===== src/sd_pkg.sv =====
// SD host byte interface
// strobe/data bundle sent to the host and the data byte type
`default_nettype none

package sd_pkg;

    localparam int BLOCK_BYTES = 512;

    typedef logic [7:0] sd_byte_t;

    // level strobes, each held until busy rises
    typedef struct packed {
        logic        rst;
        logic        r_block;
        logic        r_byte;
        logic        w_block;
        logic        w_byte;
        sd_byte_t    wdata;
        logic [31:0] block_addr;
    } sd_cmd_t;

endpackage

`default_nettype wire


===== src/autotest_pkg.sv =====
// Self-test sequencer definitions
// test block layout, header and parameter types, FSM states, timeout
`default_nettype none

package autotest_pkg;

    localparam logic [31:0] SIGNATURE = 32'hAABBCCDD;
    localparam int N_BLOCK_BYTES = 2;
    // sig 0..3, iterations 4, n_blocks 5..6, sclk_speed 7, cmd18 8
    localparam int HDR_BYTES = 9;
    // 4-byte little-endian timing slot per iteration
    localparam int SLOT_BASE = 9;
    localparam int START_BLOCK = 16;
    localparam int TEST_TIMEOUT = 2000;

    typedef struct packed {
        logic [8*N_BLOCK_BYTES-1:0] n_blocks;
        logic [7:0]                 sclk_speed;
        logic [7:0]                 cmd18;
    } uut_params_t;

    typedef struct packed {
        logic [31:0] signature;
        logic [7:0]  iterations;
        uut_params_t params;
    } test_hdr_t;

    typedef logic [31:0] elapsed_t;

    typedef enum logic [4:0] {
        ST_IDLE,
        ST_SD_RST,
        ST_SD_RST_WAIT,
        ST_RD_BLOCK,
        ST_RD_BLOCK_WAIT,
        ST_RD_BYTE,
        ST_RD_BYTE_WAIT,
        ST_RD_STORE,
        ST_CHECK,
        ST_RUN,
        ST_W_BLOCK,
        ST_W_BLOCK_WAIT,
        ST_W_FETCH,
        ST_W_BYTE,
        ST_W_BYTE_WAIT,
        ST_NEXT,
        ST_HALT
    } seq_state_t;

endpackage

`default_nettype wire


===== src/test_header_regs.sv =====
// Test header registers
// byte-wise capture of the block header, decoded view for the sequencer
// and the UUT, and the stored byte served back for write-back
`timescale 1ns/1ps
`default_nettype none

module test_header_regs
    import sd_pkg::*;
    import autotest_pkg::*;
(
    input  wire logic       clk,
    input  wire logic       rst,
    input  wire logic       clear_i,
    input  wire logic       wr_i,
    input  wire logic [7:0] idx_i,
    input  wire sd_byte_t   din_i,
    output test_hdr_t       hdr_o,
    output sd_byte_t        rd_byte_o
);

    sd_byte_t   hdr_q [HDR_BYTES];
    logic [3:0] sel;
    logic       in_hdr;

    assign sel = idx_i[3:0];
    assign in_hdr = (idx_i < HDR_BYTES);

    always_ff @(posedge clk)
    begin
        if (rst || clear_i)
        begin
            for (int i = 0; i < HDR_BYTES; i++)
                hdr_q[i] <= '0;
        end
        else if (wr_i && in_hdr)
        begin
            hdr_q[sel] <= din_i;
        end
    end

    // signature big-endian, n_blocks little-endian
    always_comb
    begin
        hdr_o.signature = {hdr_q[0], hdr_q[1], hdr_q[2], hdr_q[3]};
        hdr_o.iterations = hdr_q[4];
        for (int i = 0; i < N_BLOCK_BYTES; i++)
            hdr_o.params.n_blocks[8*i +: 8] = hdr_q[5 + i];
        hdr_o.params.sclk_speed = hdr_q[5 + N_BLOCK_BYTES];
        hdr_o.params.cmd18 = hdr_q[6 + N_BLOCK_BYTES];
    end

    // same layout as read, so the echo is byte for byte
    assign rd_byte_o = in_hdr ? hdr_q[sel] : '0;

endmodule

`default_nettype wire


===== src/payload_buffer.sv =====
// Payload buffer
// one block of byte RAM, synchronous read, keeps the payload
// between the block read and its write-back
`timescale 1ns/1ps
`default_nettype none

module payload_buffer
    import sd_pkg::*;
(
    input  wire logic       clk,
    input  wire logic       we_i,
    input  wire logic [8:0] addr_i,
    input  wire sd_byte_t   din_i,
    output sd_byte_t        dout_o
);

    sd_byte_t mem [BLOCK_BYTES];

    always_ff @(posedge clk)
    begin
        if (we_i)
            mem[addr_i] <= din_i;
        dout_o <= mem[addr_i];
    end

endmodule

`default_nettype wire


===== src/autotest_seq.sv =====
// Self-test sequencer FSM
// reads a test block, checks its signature, runs and times the UUT,
// writes the block back with the elapsed time in the iteration slot
`timescale 1ns/1ps
`default_nettype none

module autotest_seq
    import sd_pkg::*;
    import autotest_pkg::*;
(
    input  wire logic       clk,
    input  wire logic       rst,
    input  wire logic       sd_busy_i,
    input  wire sd_byte_t   sd_rdata_i,
    output sd_cmd_t         sd_cmd_o,
    input  wire logic       uut_finish_i,
    output logic            uut_rst_o,
    output logic            uut_mux_o,
    output logic            uut_start_o,
    output logic            halted_o,
    input  wire test_hdr_t  hdr_i,
    input  wire sd_byte_t   hdr_byte_i,
    input  wire sd_byte_t   buf_byte_i,
    output logic            hdr_clear_o,
    output logic            hdr_wr_o,
    output logic            buf_we_o,
    output logic [8:0]      idx_o,
    output sd_byte_t        byte_o
);

    seq_state_t  state;
    seq_state_t  next_state;
    logic [8:0]  byte_cnt;
    logic [7:0]  iter_cnt;
    logic [31:0] block_cnt;
    elapsed_t    timer;
    sd_byte_t    rd_byte_q;

    logic        byte_clr;
    logic        byte_inc;
    logic        iter_inc;
    logic        iter_clr;
    logic        block_inc;
    logic        timer_clr;
    logic        timer_en;
    logic        last_byte;
    logic        more_iter;

    logic [10:0] slot_ofs;
    logic [10:0] idx_ext;
    logic [10:0] lane_ofs;
    logic        slot_hit;
    sd_byte_t    wr_byte;

    assign last_byte = (byte_cnt == 9'(BLOCK_BYTES - 1));
    assign more_iter = ({1'b0, iter_cnt} + 9'd1) < {1'b0, hdr_i.iterations};
    assign timer_en = uut_start_o && !uut_finish_i && (timer < TEST_TIMEOUT);

    // write-back byte: header, current timing slot, else payload
    assign idx_ext = {2'b00, byte_cnt};
    assign slot_ofs = 11'(SLOT_BASE) + {1'b0, iter_cnt, 2'b00};
    assign lane_ofs = idx_ext - slot_ofs;
    assign slot_hit = (idx_ext >= slot_ofs) && (idx_ext < slot_ofs + 11'd4);

    always_comb
    begin
        if (byte_cnt < HDR_BYTES)
            wr_byte = hdr_byte_i;
        else if (slot_hit)
            wr_byte = timer[8*lane_ofs[1:0] +: 8];
        else
            wr_byte = buf_byte_i;
    end

    always_comb
    begin
        next_state = state;
        byte_clr = 1'b0;
        byte_inc = 1'b0;
        iter_inc = 1'b0;
        iter_clr = 1'b0;
        block_inc = 1'b0;
        timer_clr = 1'b0;
        sd_cmd_o = '0;
        sd_cmd_o.block_addr = 32'(START_BLOCK) + block_cnt;
        sd_cmd_o.wdata = wr_byte;

        case (state)
            ST_IDLE:
                next_state = ST_SD_RST;
            ST_SD_RST:
            begin
                sd_cmd_o.rst = 1'b1;
                if (sd_busy_i)
                    next_state = ST_SD_RST_WAIT;
            end
            ST_SD_RST_WAIT:
            begin
                if (!sd_busy_i)
                    next_state = ST_RD_BLOCK;
            end
            ST_RD_BLOCK:
            begin
                sd_cmd_o.r_block = 1'b1;
                if (sd_busy_i)
                    next_state = ST_RD_BLOCK_WAIT;
            end
            ST_RD_BLOCK_WAIT:
            begin
                sd_cmd_o.r_block = 1'b1;
                byte_clr = 1'b1;
                if (!sd_busy_i)
                    next_state = ST_RD_BYTE;
            end
            ST_RD_BYTE:
            begin
                sd_cmd_o.r_block = 1'b1;
                sd_cmd_o.r_byte = 1'b1;
                if (sd_busy_i)
                    next_state = ST_RD_BYTE_WAIT;
            end
            ST_RD_BYTE_WAIT:
            begin
                sd_cmd_o.r_block = 1'b1;
                if (!sd_busy_i)
                    next_state = ST_RD_STORE;
            end
            ST_RD_STORE:
            begin
                sd_cmd_o.r_block = 1'b1;
                if (last_byte)
                begin
                    byte_clr = 1'b1;
                    next_state = ST_CHECK;
                end
                else
                begin
                    byte_inc = 1'b1;
                    next_state = ST_RD_BYTE;
                end
            end
            ST_CHECK:
            begin
                timer_clr = 1'b1;
                if (hdr_i.signature == SIGNATURE)
                    next_state = ST_RUN;
                else
                    next_state = ST_HALT;
            end
            ST_RUN:
            begin
                if (uut_finish_i || timer >= TEST_TIMEOUT)
                    next_state = ST_W_BLOCK;
            end
            ST_W_BLOCK:
            begin
                sd_cmd_o.w_block = 1'b1;
                if (sd_busy_i)
                    next_state = ST_W_BLOCK_WAIT;
            end
            ST_W_BLOCK_WAIT:
            begin
                sd_cmd_o.w_block = 1'b1;
                byte_clr = 1'b1;
                if (!sd_busy_i)
                    next_state = ST_W_FETCH;
            end
            // buffer read latency
            ST_W_FETCH:
            begin
                sd_cmd_o.w_block = 1'b1;
                next_state = ST_W_BYTE;
            end
            ST_W_BYTE:
            begin
                sd_cmd_o.w_block = 1'b1;
                sd_cmd_o.w_byte = 1'b1;
                if (sd_busy_i)
                    next_state = ST_W_BYTE_WAIT;
            end
            ST_W_BYTE_WAIT:
            begin
                sd_cmd_o.w_block = 1'b1;
                if (!sd_busy_i)
                begin
                    if (last_byte)
                    begin
                        next_state = ST_NEXT;
                    end
                    else
                    begin
                        byte_inc = 1'b1;
                        next_state = ST_W_FETCH;
                    end
                end
            end
            // same block again until the iteration count is reached
            ST_NEXT:
            begin
                if (!sd_busy_i)
                begin
                    if (more_iter)
                    begin
                        iter_inc = 1'b1;
                    end
                    else
                    begin
                        iter_clr = 1'b1;
                        block_inc = 1'b1;
                    end
                    next_state = ST_RD_BLOCK;
                end
            end
            ST_HALT:
                next_state = ST_HALT;
            default:
                next_state = ST_IDLE;
        endcase
    end

    always_ff @(posedge clk)
    begin
        if (rst)
        begin
            state <= ST_IDLE;
            byte_cnt <= '0;
            iter_cnt <= '0;
            block_cnt <= '0;
            timer <= '0;
        end
        else
        begin
            state <= next_state;
            if (byte_clr)
                byte_cnt <= '0;
            else if (byte_inc)
                byte_cnt <= byte_cnt + 9'd1;
            if (iter_clr)
                iter_cnt <= '0;
            else if (iter_inc)
                iter_cnt <= iter_cnt + 8'd1;
            if (block_inc)
                block_cnt <= block_cnt + 32'd1;
            if (timer_clr)
                timer <= '0;
            else if (timer_en)
                timer <= timer + 32'd1;
        end
    end

    // byte is valid as busy falls
    always_ff @(posedge clk)
    begin
        if (state == ST_RD_BYTE_WAIT && !sd_busy_i)
            rd_byte_q <= sd_rdata_i;
    end

    assign idx_o = byte_cnt;
    assign byte_o = rd_byte_q;
    assign hdr_clear_o = (state == ST_RD_BLOCK);
    assign hdr_wr_o = (state == ST_RD_STORE) && (byte_cnt < HDR_BYTES);
    assign buf_we_o = (state == ST_RD_STORE) && (byte_cnt >= HDR_BYTES);

    assign uut_start_o = (state == ST_RUN);
    assign uut_mux_o = (state == ST_CHECK) || (state == ST_RUN);
    assign uut_rst_o = (state != ST_RUN);
    assign halted_o = (state == ST_HALT);

endmodule

`default_nettype wire


===== src/autotest_top.sv =====
// SD-driven self-test top level
// sequencer with its header registers and payload buffer
`timescale 1ns/1ps
`default_nettype none

module autotest_top
    import sd_pkg::*;
    import autotest_pkg::*;
(
    input  wire logic      clk,
    input  wire logic      rst,
    output sd_cmd_t        sd_cmd_o,
    input  wire logic      sd_busy_i,
    input  wire sd_byte_t  sd_rdata_i,
    output logic           uut_rst_o,
    output logic           uut_mux_o,
    output logic           uut_start_o,
    output uut_params_t    uut_params_o,
    input  wire logic      uut_finish_i,
    output logic           halted_o
);

    test_hdr_t  hdr;
    sd_byte_t   hdr_byte;
    sd_byte_t   buf_byte;
    sd_byte_t   rd_byte;
    logic       hdr_clear;
    logic       hdr_wr;
    logic       buf_we;
    logic [8:0] idx;

    autotest_seq u_seq (
        .clk          (clk),
        .rst          (rst),
        .sd_busy_i    (sd_busy_i),
        .sd_rdata_i   (sd_rdata_i),
        .sd_cmd_o     (sd_cmd_o),
        .uut_finish_i (uut_finish_i),
        .uut_rst_o    (uut_rst_o),
        .uut_mux_o    (uut_mux_o),
        .uut_start_o  (uut_start_o),
        .halted_o     (halted_o),
        .hdr_i        (hdr),
        .hdr_byte_i   (hdr_byte),
        .buf_byte_i   (buf_byte),
        .hdr_clear_o  (hdr_clear),
        .hdr_wr_o     (hdr_wr),
        .buf_we_o     (buf_we),
        .idx_o        (idx),
        .byte_o       (rd_byte)
    );

    // header index never exceeds 8 bits
    test_header_regs u_hdr (
        .clk       (clk),
        .rst       (rst),
        .clear_i   (hdr_clear),
        .wr_i      (hdr_wr),
        .idx_i     (idx[7:0]),
        .din_i     (rd_byte),
        .hdr_o     (hdr),
        .rd_byte_o (hdr_byte)
    );

    payload_buffer u_buf (
        .clk    (clk),
        .we_i   (buf_we),
        .addr_i (idx),
        .din_i  (rd_byte),
        .dout_o (buf_byte)
    );

    assign uut_params_o = hdr.params;

endmodule

`default_nettype wire


===== config.mk =====
export PLATFORM = sky130hd
export DESIGN_NAME = autotest_top
export DESIGN_NICKNAME = d
export VERILOG_FILES = /design/src/sd_pkg.sv /design/src/autotest_pkg.sv /design/src/test_header_regs.sv /design/src/payload_buffer.sv /design/src/autotest_seq.sv /design/src/autotest_top.sv
export SDC_FILE = /design/constraint.sdc
export NUM_CORES = 2
export LEC_CHECK = 0
export ABC_CLOCK_PERIOD_IN_PS = 10700
export BUFFER_PORTS_ARGS = -buffer_cell sky130_fd_sc_hd__clkbuf_2
export CORE_ASPECT_RATIO = 1.5
export CORE_UTILIZATION = 35
export CTS_CLUSTER_SIZE = 20
export DETAILED_ROUTE_END_ITERATION = 16
export HOLD_SLACK_MARGIN = 0.1
export MAX_ROUTING_LAYER = met4
export PLACE_DENSITY_LB_ADDON = 0.2
export SLEW_MARGIN = 5
export SYNTH_ARGS = -nofsm -noshare
export SYNTH_HDL_FRONTEND = slang
export SYNTH_MEMORY_MAX_BITS = 65536
export SYNTH_SLANG_ARGS = --single-unit

===== constraint.sdc =====
create_clock -name clk -period 10.7 [get_ports clk]
set_clock_uncertainty 0.15 [all_clocks]
set_input_delay 1.07 -clock clk [delete_from_list [all_inputs] [get_ports clk]]
set_output_delay 1.07 -clock clk [all_outputs]
set_load 0.1 [all_outputs]

# Word-level counts from Yosys, hierarchy flattened
# Memory sizes are Yosys's and may differ from the RTL's. A register that Yosys moved wholly into a read port is not among the register bits.
# Index checks and enable logic that the tools add are counted.
[op_classes]
n_addsub = 9
order_cmp = 8
eq_ne = 30
shift = 1
muxes = 47
reduce_logical = 22
[ops]
columns = ["operator", "count"]
rows = [
  ["$pmux W5 S16", 1],
  ["$add A32 B1 Y32 const B", 2],
  ["$mux W5", 12],
  ["$eq A5 B4 Y1 const B", 8],
  ["$add A5 B32 Y32 const A", 1],
  ["$eq A32 B32 Y1 const B", 1],
  ["$ge A32 B11 Y1 const B", 1],
  ["$lt A32 B11 Y1 const B", 1],
  ["$mux W8", 4],
  ["$shiftx A32 B6 Y8", 1],
  ["$mux W1", 23],
  ["$ne A2 B2 Y1 const B", 11],
  ["$eq A5 B3 Y1 const B", 4],
  ["$mux W4", 4],
  ["$add A11 B3 Y11 const B", 1],
  ["$add A4 B10 Y11 const A", 1],
  ["$ge A9 B11 Y1", 1],
  ["$lt A9 B11 Y1", 1],
  ["$reduce_and A11 Y1", 1],
  ["$eq A5 B2 Y1 const B", 2],
  ["$reduce_or A2 Y1", 5],
  ["$reduce_or A5 Y1", 2],
  ["$add A8 B1 Y9 const B", 1],
  ["$add A9 B1 Y9 const B", 1],
  ["other kinds (17)", 27],
]
[word_totals]
ff_bits = 94
ramBits = 4168
inputBits = 12
elab_cells = 125
n_memories = 2
[memory_table]
columns = ["memory", "words", "width", "read_ports", "rd_clocked_by_memory_dff", "write_ports", "line_no", "text"]
rows = [
  ["u_buf.mem", 512, 8, 1, 1, 1, "payload_buffer.sv:17", "sd_byte_t mem [BLOCK_BYTES];"],
  ["u_hdr.hdr_q", 9, 8, 10, 1, 9, "test_header_regs.sv:21", "sd_byte_t hdr_q [HDR_BYTES];"],
]

# Depth between registers and ports, before layout
[depth]
depth_word = 8
mapped_depth = 15
mapped_depth_nobuf = 13

# Cells and area by module
# A second synthesis with hierarchy kept.
[unflattened]
cells_unflattened = 8491
hier_area_um2 = 167655.8
[by_module_without_submodules]
columns = ["module", "n_inst", "cells_per_inst", "area_each_um2"]
rows = [
  ["payload_buffer", 1, 7575, 158359.4],
  ["autotest_seq", 1, 695, 5934.4],
  ["test_header_regs", 1, 221, 3362.0],
]

# Least setup slack after synthesis
# OpenSTA, ideal clock, no wires.
[synth_path]
kind = "flip-flop to flip-flop"
start = "reg u_seq.rd_byte_q[0], in the netlist u_seq.byte_o[0]"
end = "mem u_buf.mem[0][0] (netlist name) (data pin)"
setup_ns = 1.470
t_arrival_ns = 6.323
path_slack_ns = 2.758
path_stages_with_launch = 1
period_less_slack_ns = 7.942
cell_sequence = "edfxtp_1"
[synth_rtl]
columns = ["element", "line_no", "text"]
rows = [
  ["start: declaration", "autotest_seq.sv:37", "sd_byte_t rd_byte_q;"],
  ["start signal: assignment", "autotest_seq.sv:255", "rd_byte_q <= sd_rdata_i;"],
  ["end: declaration", "payload_buffer.sv:17", ""],
]
# No word-level cell before the write port.

==> qor.yml <==
synthCells: 8007
hold_ws_ns: 0.178
rows: 312
period_needed_ns: 6.27
async_flop_share_pct: 0
hold_class: "in -> reg"
grt_pass1_vias: 86200
clockBufferDepth: 4
syn_area_sq_um: 170000
post_cts_buffers: 0
syn-mean-instance-area_sq_um: 21.2
routedWlPerCell_um: 35.2
final_net_count: 8378
globalplace.congestion: 0.931
io_buffers: 92
seq_area_frac_synth_pct: 76.1
final_layout_size_suffix_gt1_share_pct: 25.0
hpwl_um: 338000
antenna_left: 0
drc: 0
dieWidth_um: 570
ctsRootBufferMaster: "clkbuf_16"
fin_util_pct: 39.8
synth_edf_count: 4232
path_clk_slew_ns: 0.06
status: "finished clean"
vdd_drop_max_mv: 0.155
cts_made_buffers: 405
arrival_ns: 5.05
cp_data_required_time_ns: 9.48
worst_pin_slew_ns: 1.42
drtIter0Drc: 10100
clkLatencyLatePin_ns: 1.01
fin_crit_sh_pct: 58.6
synth_warnings: 0
tns_ns: 0
ys_seq_elements: 4330
grt_pass1_wl_um: 729000
fillers: 42800
final_cell_area_sq_um: 192000
finalHoldViolations: 0
leakage_nw: 57.9
grt_overflow: 0
placed_area_sq_um: 178000
core_sq_um: 482000
cp-end-kind: "output pin"
avgViaCountPerCell: 5.58
drv_slew: 0
clkSinkCount: 4330
dr.pass1.iters: 6
drv_cap: 0
die-area_sq_um: 487000
worstSetupStartpointType: "flip-flop"
rsz0062_at_grt: "false"
grt_start_max_net_pins: 185
synth_ff_type: "edfxtp_1"
fp.dieH_um: 855
grtUsageTotal_pct: 22.2
fmaxAchievable_mhz: 160
worst-path-max-fanout: 60
maxSlewHeadroom_pct: 2.84
finalSetupViolCount: 0
via_count: 84300
crit_type: "reg -> out"
cts_tree: "yes"
p_per_area_nw_per_um2: 174
synthDistinctLibCells: 78
start_util_pct: 35.2
h-tree-depth: 5
io_pins: 93
wl_um: 531000
syn_to_final_growth_pct: 13.0
grt_antenna_before_repair: 25
area by class of cell:
type                            count  area (sq um)  share of cell area [%]
Timing Repair Buffer              335          2620                    1.37
Tap cell                         6437          8050                    4.20
Antenna cell                       20          50.0                  0.0261
Sequential cell                  4330        129000                    67.3
Inverter                           22          91.3                  0.0477
Multi-Input combinational cell   3237         38600                    20.1
Clock buffer                      485         10500                    5.48
Clock inverter                    243          2680                    1.40
routing by layer:
metal	share of wire, %	global-route usage (%)	vias to the layer above
met5	0	-	-
met4	5.9	11.0	0
met3	6.5	3.50	869
met2	52	37.8	3553
met1	36	25.6	46000
li1	-	-	33800
flip-flops by register name, summed over array words and instances, names as in the netlist, named ones only:
register and flops:
u_seq.byte_o 8, u_buf.dout_o 8, u_seq.idx_o 9, u_seq.iter_cnt 8, u_hdr.hdr_q 128, u_seq.state 5, u_seq.block_cnt 32, u_seq.timer 32
u_buf.mem 4096
synthesized netlist by cell type, types with 4 or more instances:
cell type  instances  area [sq um]
inv_1             19          71.3
a221oi_1          22           193
ha_1              35           438
xor2_1            24           210
mux2_2            10           113
buf_4             89           668
o21a_1             6          45.0
and2_1            32           200
nand3_1           68           340
nand2b_1          11          68.8
o211ai_1           8          60.1
buf_6             22           248
mux2i_1          177          1770
mux4_2          1175         26500
buf_2            111           556
nor2b_1           12          75.1
nand4_1           27           169
or3_1             21           131
buf_1             51           191
nor3_1            53           265
o21ai_0           57           285
nand4b_1           5          43.8
or2_2              5          31.3
nand2_1          220           826
a22o_1            21           184
a31oi_1           13          81.3
nor2_1           651          2440
clkbuf_1         240           901
o22ai_1           33           206
o32ai_1           20           175
nor4_1            29           181
a22oi_1           99           743
and3_1            86           538
xnor2_1           43           377
edfxtp_1        4232        127000
a311oi_1           6          52.6
o221ai_1           6          52.6
or4_1              7          52.6
a21oi_1           73           365
a211oi_1          20           150
or3b_2             4          35.0
dfxtp_1           98          1960
worst max-delay path, cell delays in order (launching register included):
cell       delay [ns]
dfxtp_4          0.71
buf_12           0.50
ha_1             0.24
buf_4            0.33
o31a_1           0.18
o21a_1           0.11
o21a_1           0.10
o21ai_0          0.14
a2111oi_4        0.82
mux2i_1          0.18
o21ai_0          0.25
clkbuf_2         0.50
report_power, final:
part	internal (mW)	switching [mW]	leakage (nW)	total, mW
sequential	18.4	0.0265	39.0	18.4
clock	8.26	6.48	6.42	14.7
combinational	0.0643	0.197	12.5	0.261
total	26.7	6.70	57.9	33.4
logic make-up after synthesis:
kind of cell | synth area share, %
DFF | 76.1
buffers and inverters | 1.56
muxes | 16.7
adders and majority gates | 0.258
other | 0.00221
and+or+nand+nor | 3.30
xor gates and xnor gates | 0.346
AOI/OAI and AO/OA | 1.74
cells in the final DEF, fill, tap and decap left out, types with 57 or more instances in the layout:
master | Yosys | layout
a21oi_1 | 73 | 73
a22oi_1 | 99 | 99
and3_1 | 86 | 86
buf_4 | 89 | 210
clkbuf_1 | 240 | 75
clkbuf_16 | 0 | 408
clkbuf_2 | 0 | 93
clkinv_1 | 2 | 73
clkinv_2 | 0 | 72
conb_1 | 1 | 96
dfxtp_1 | 98 | 92
edfxtp_1 | 4232 | 4232
mux2i_1 | 177 | 173
mux4_2 | 1175 | 1175
nand2_1 | 220 | 206
nand3_1 | 68 | 67
nor2_1 | 651 | 640
o21ai_0 | 57 | 57
stage by stage:
stage,setup WS (ns),total power [mW],instances
after floorplan,2.76,19.0,8102
after global placement,4.47,19.0,14400
after detailed placement,4.49,19.0,14400
after CTS,4.25,33.6,15100
after global routing,4.13,34.2,15100
final,4.43,33.4,15100
repair_timing:
action,CTS,global route
hold buffers,7,0
hold endpoints to repair,7,0
resized for setup,0,0
worst paths after layout:
check                                               endpoint  slack (ns)  cells past startpoint                         start
worst min register to register  u_seq.timer[18]$_SDFFE_PP0P_        0.34                      1  u_seq.timer[18]$_SDFFE_PP0P_
worst max-delay path                            sd_cmd_o[32]        4.43                     11   u_seq.idx_o[0]$_SDFFE_PP0P_
worst min-delay path               u_seq.byte_o[4]$_DFFE_PP_        0.18                      1                 sd_rdata_i[4]
worst max register to register       u_buf.dout_o[5]$_DFF_P_        4.84                      8   u_seq.idx_o[1]$_SDFFE_PP0P_
Power figures use the tool's default switching activity.
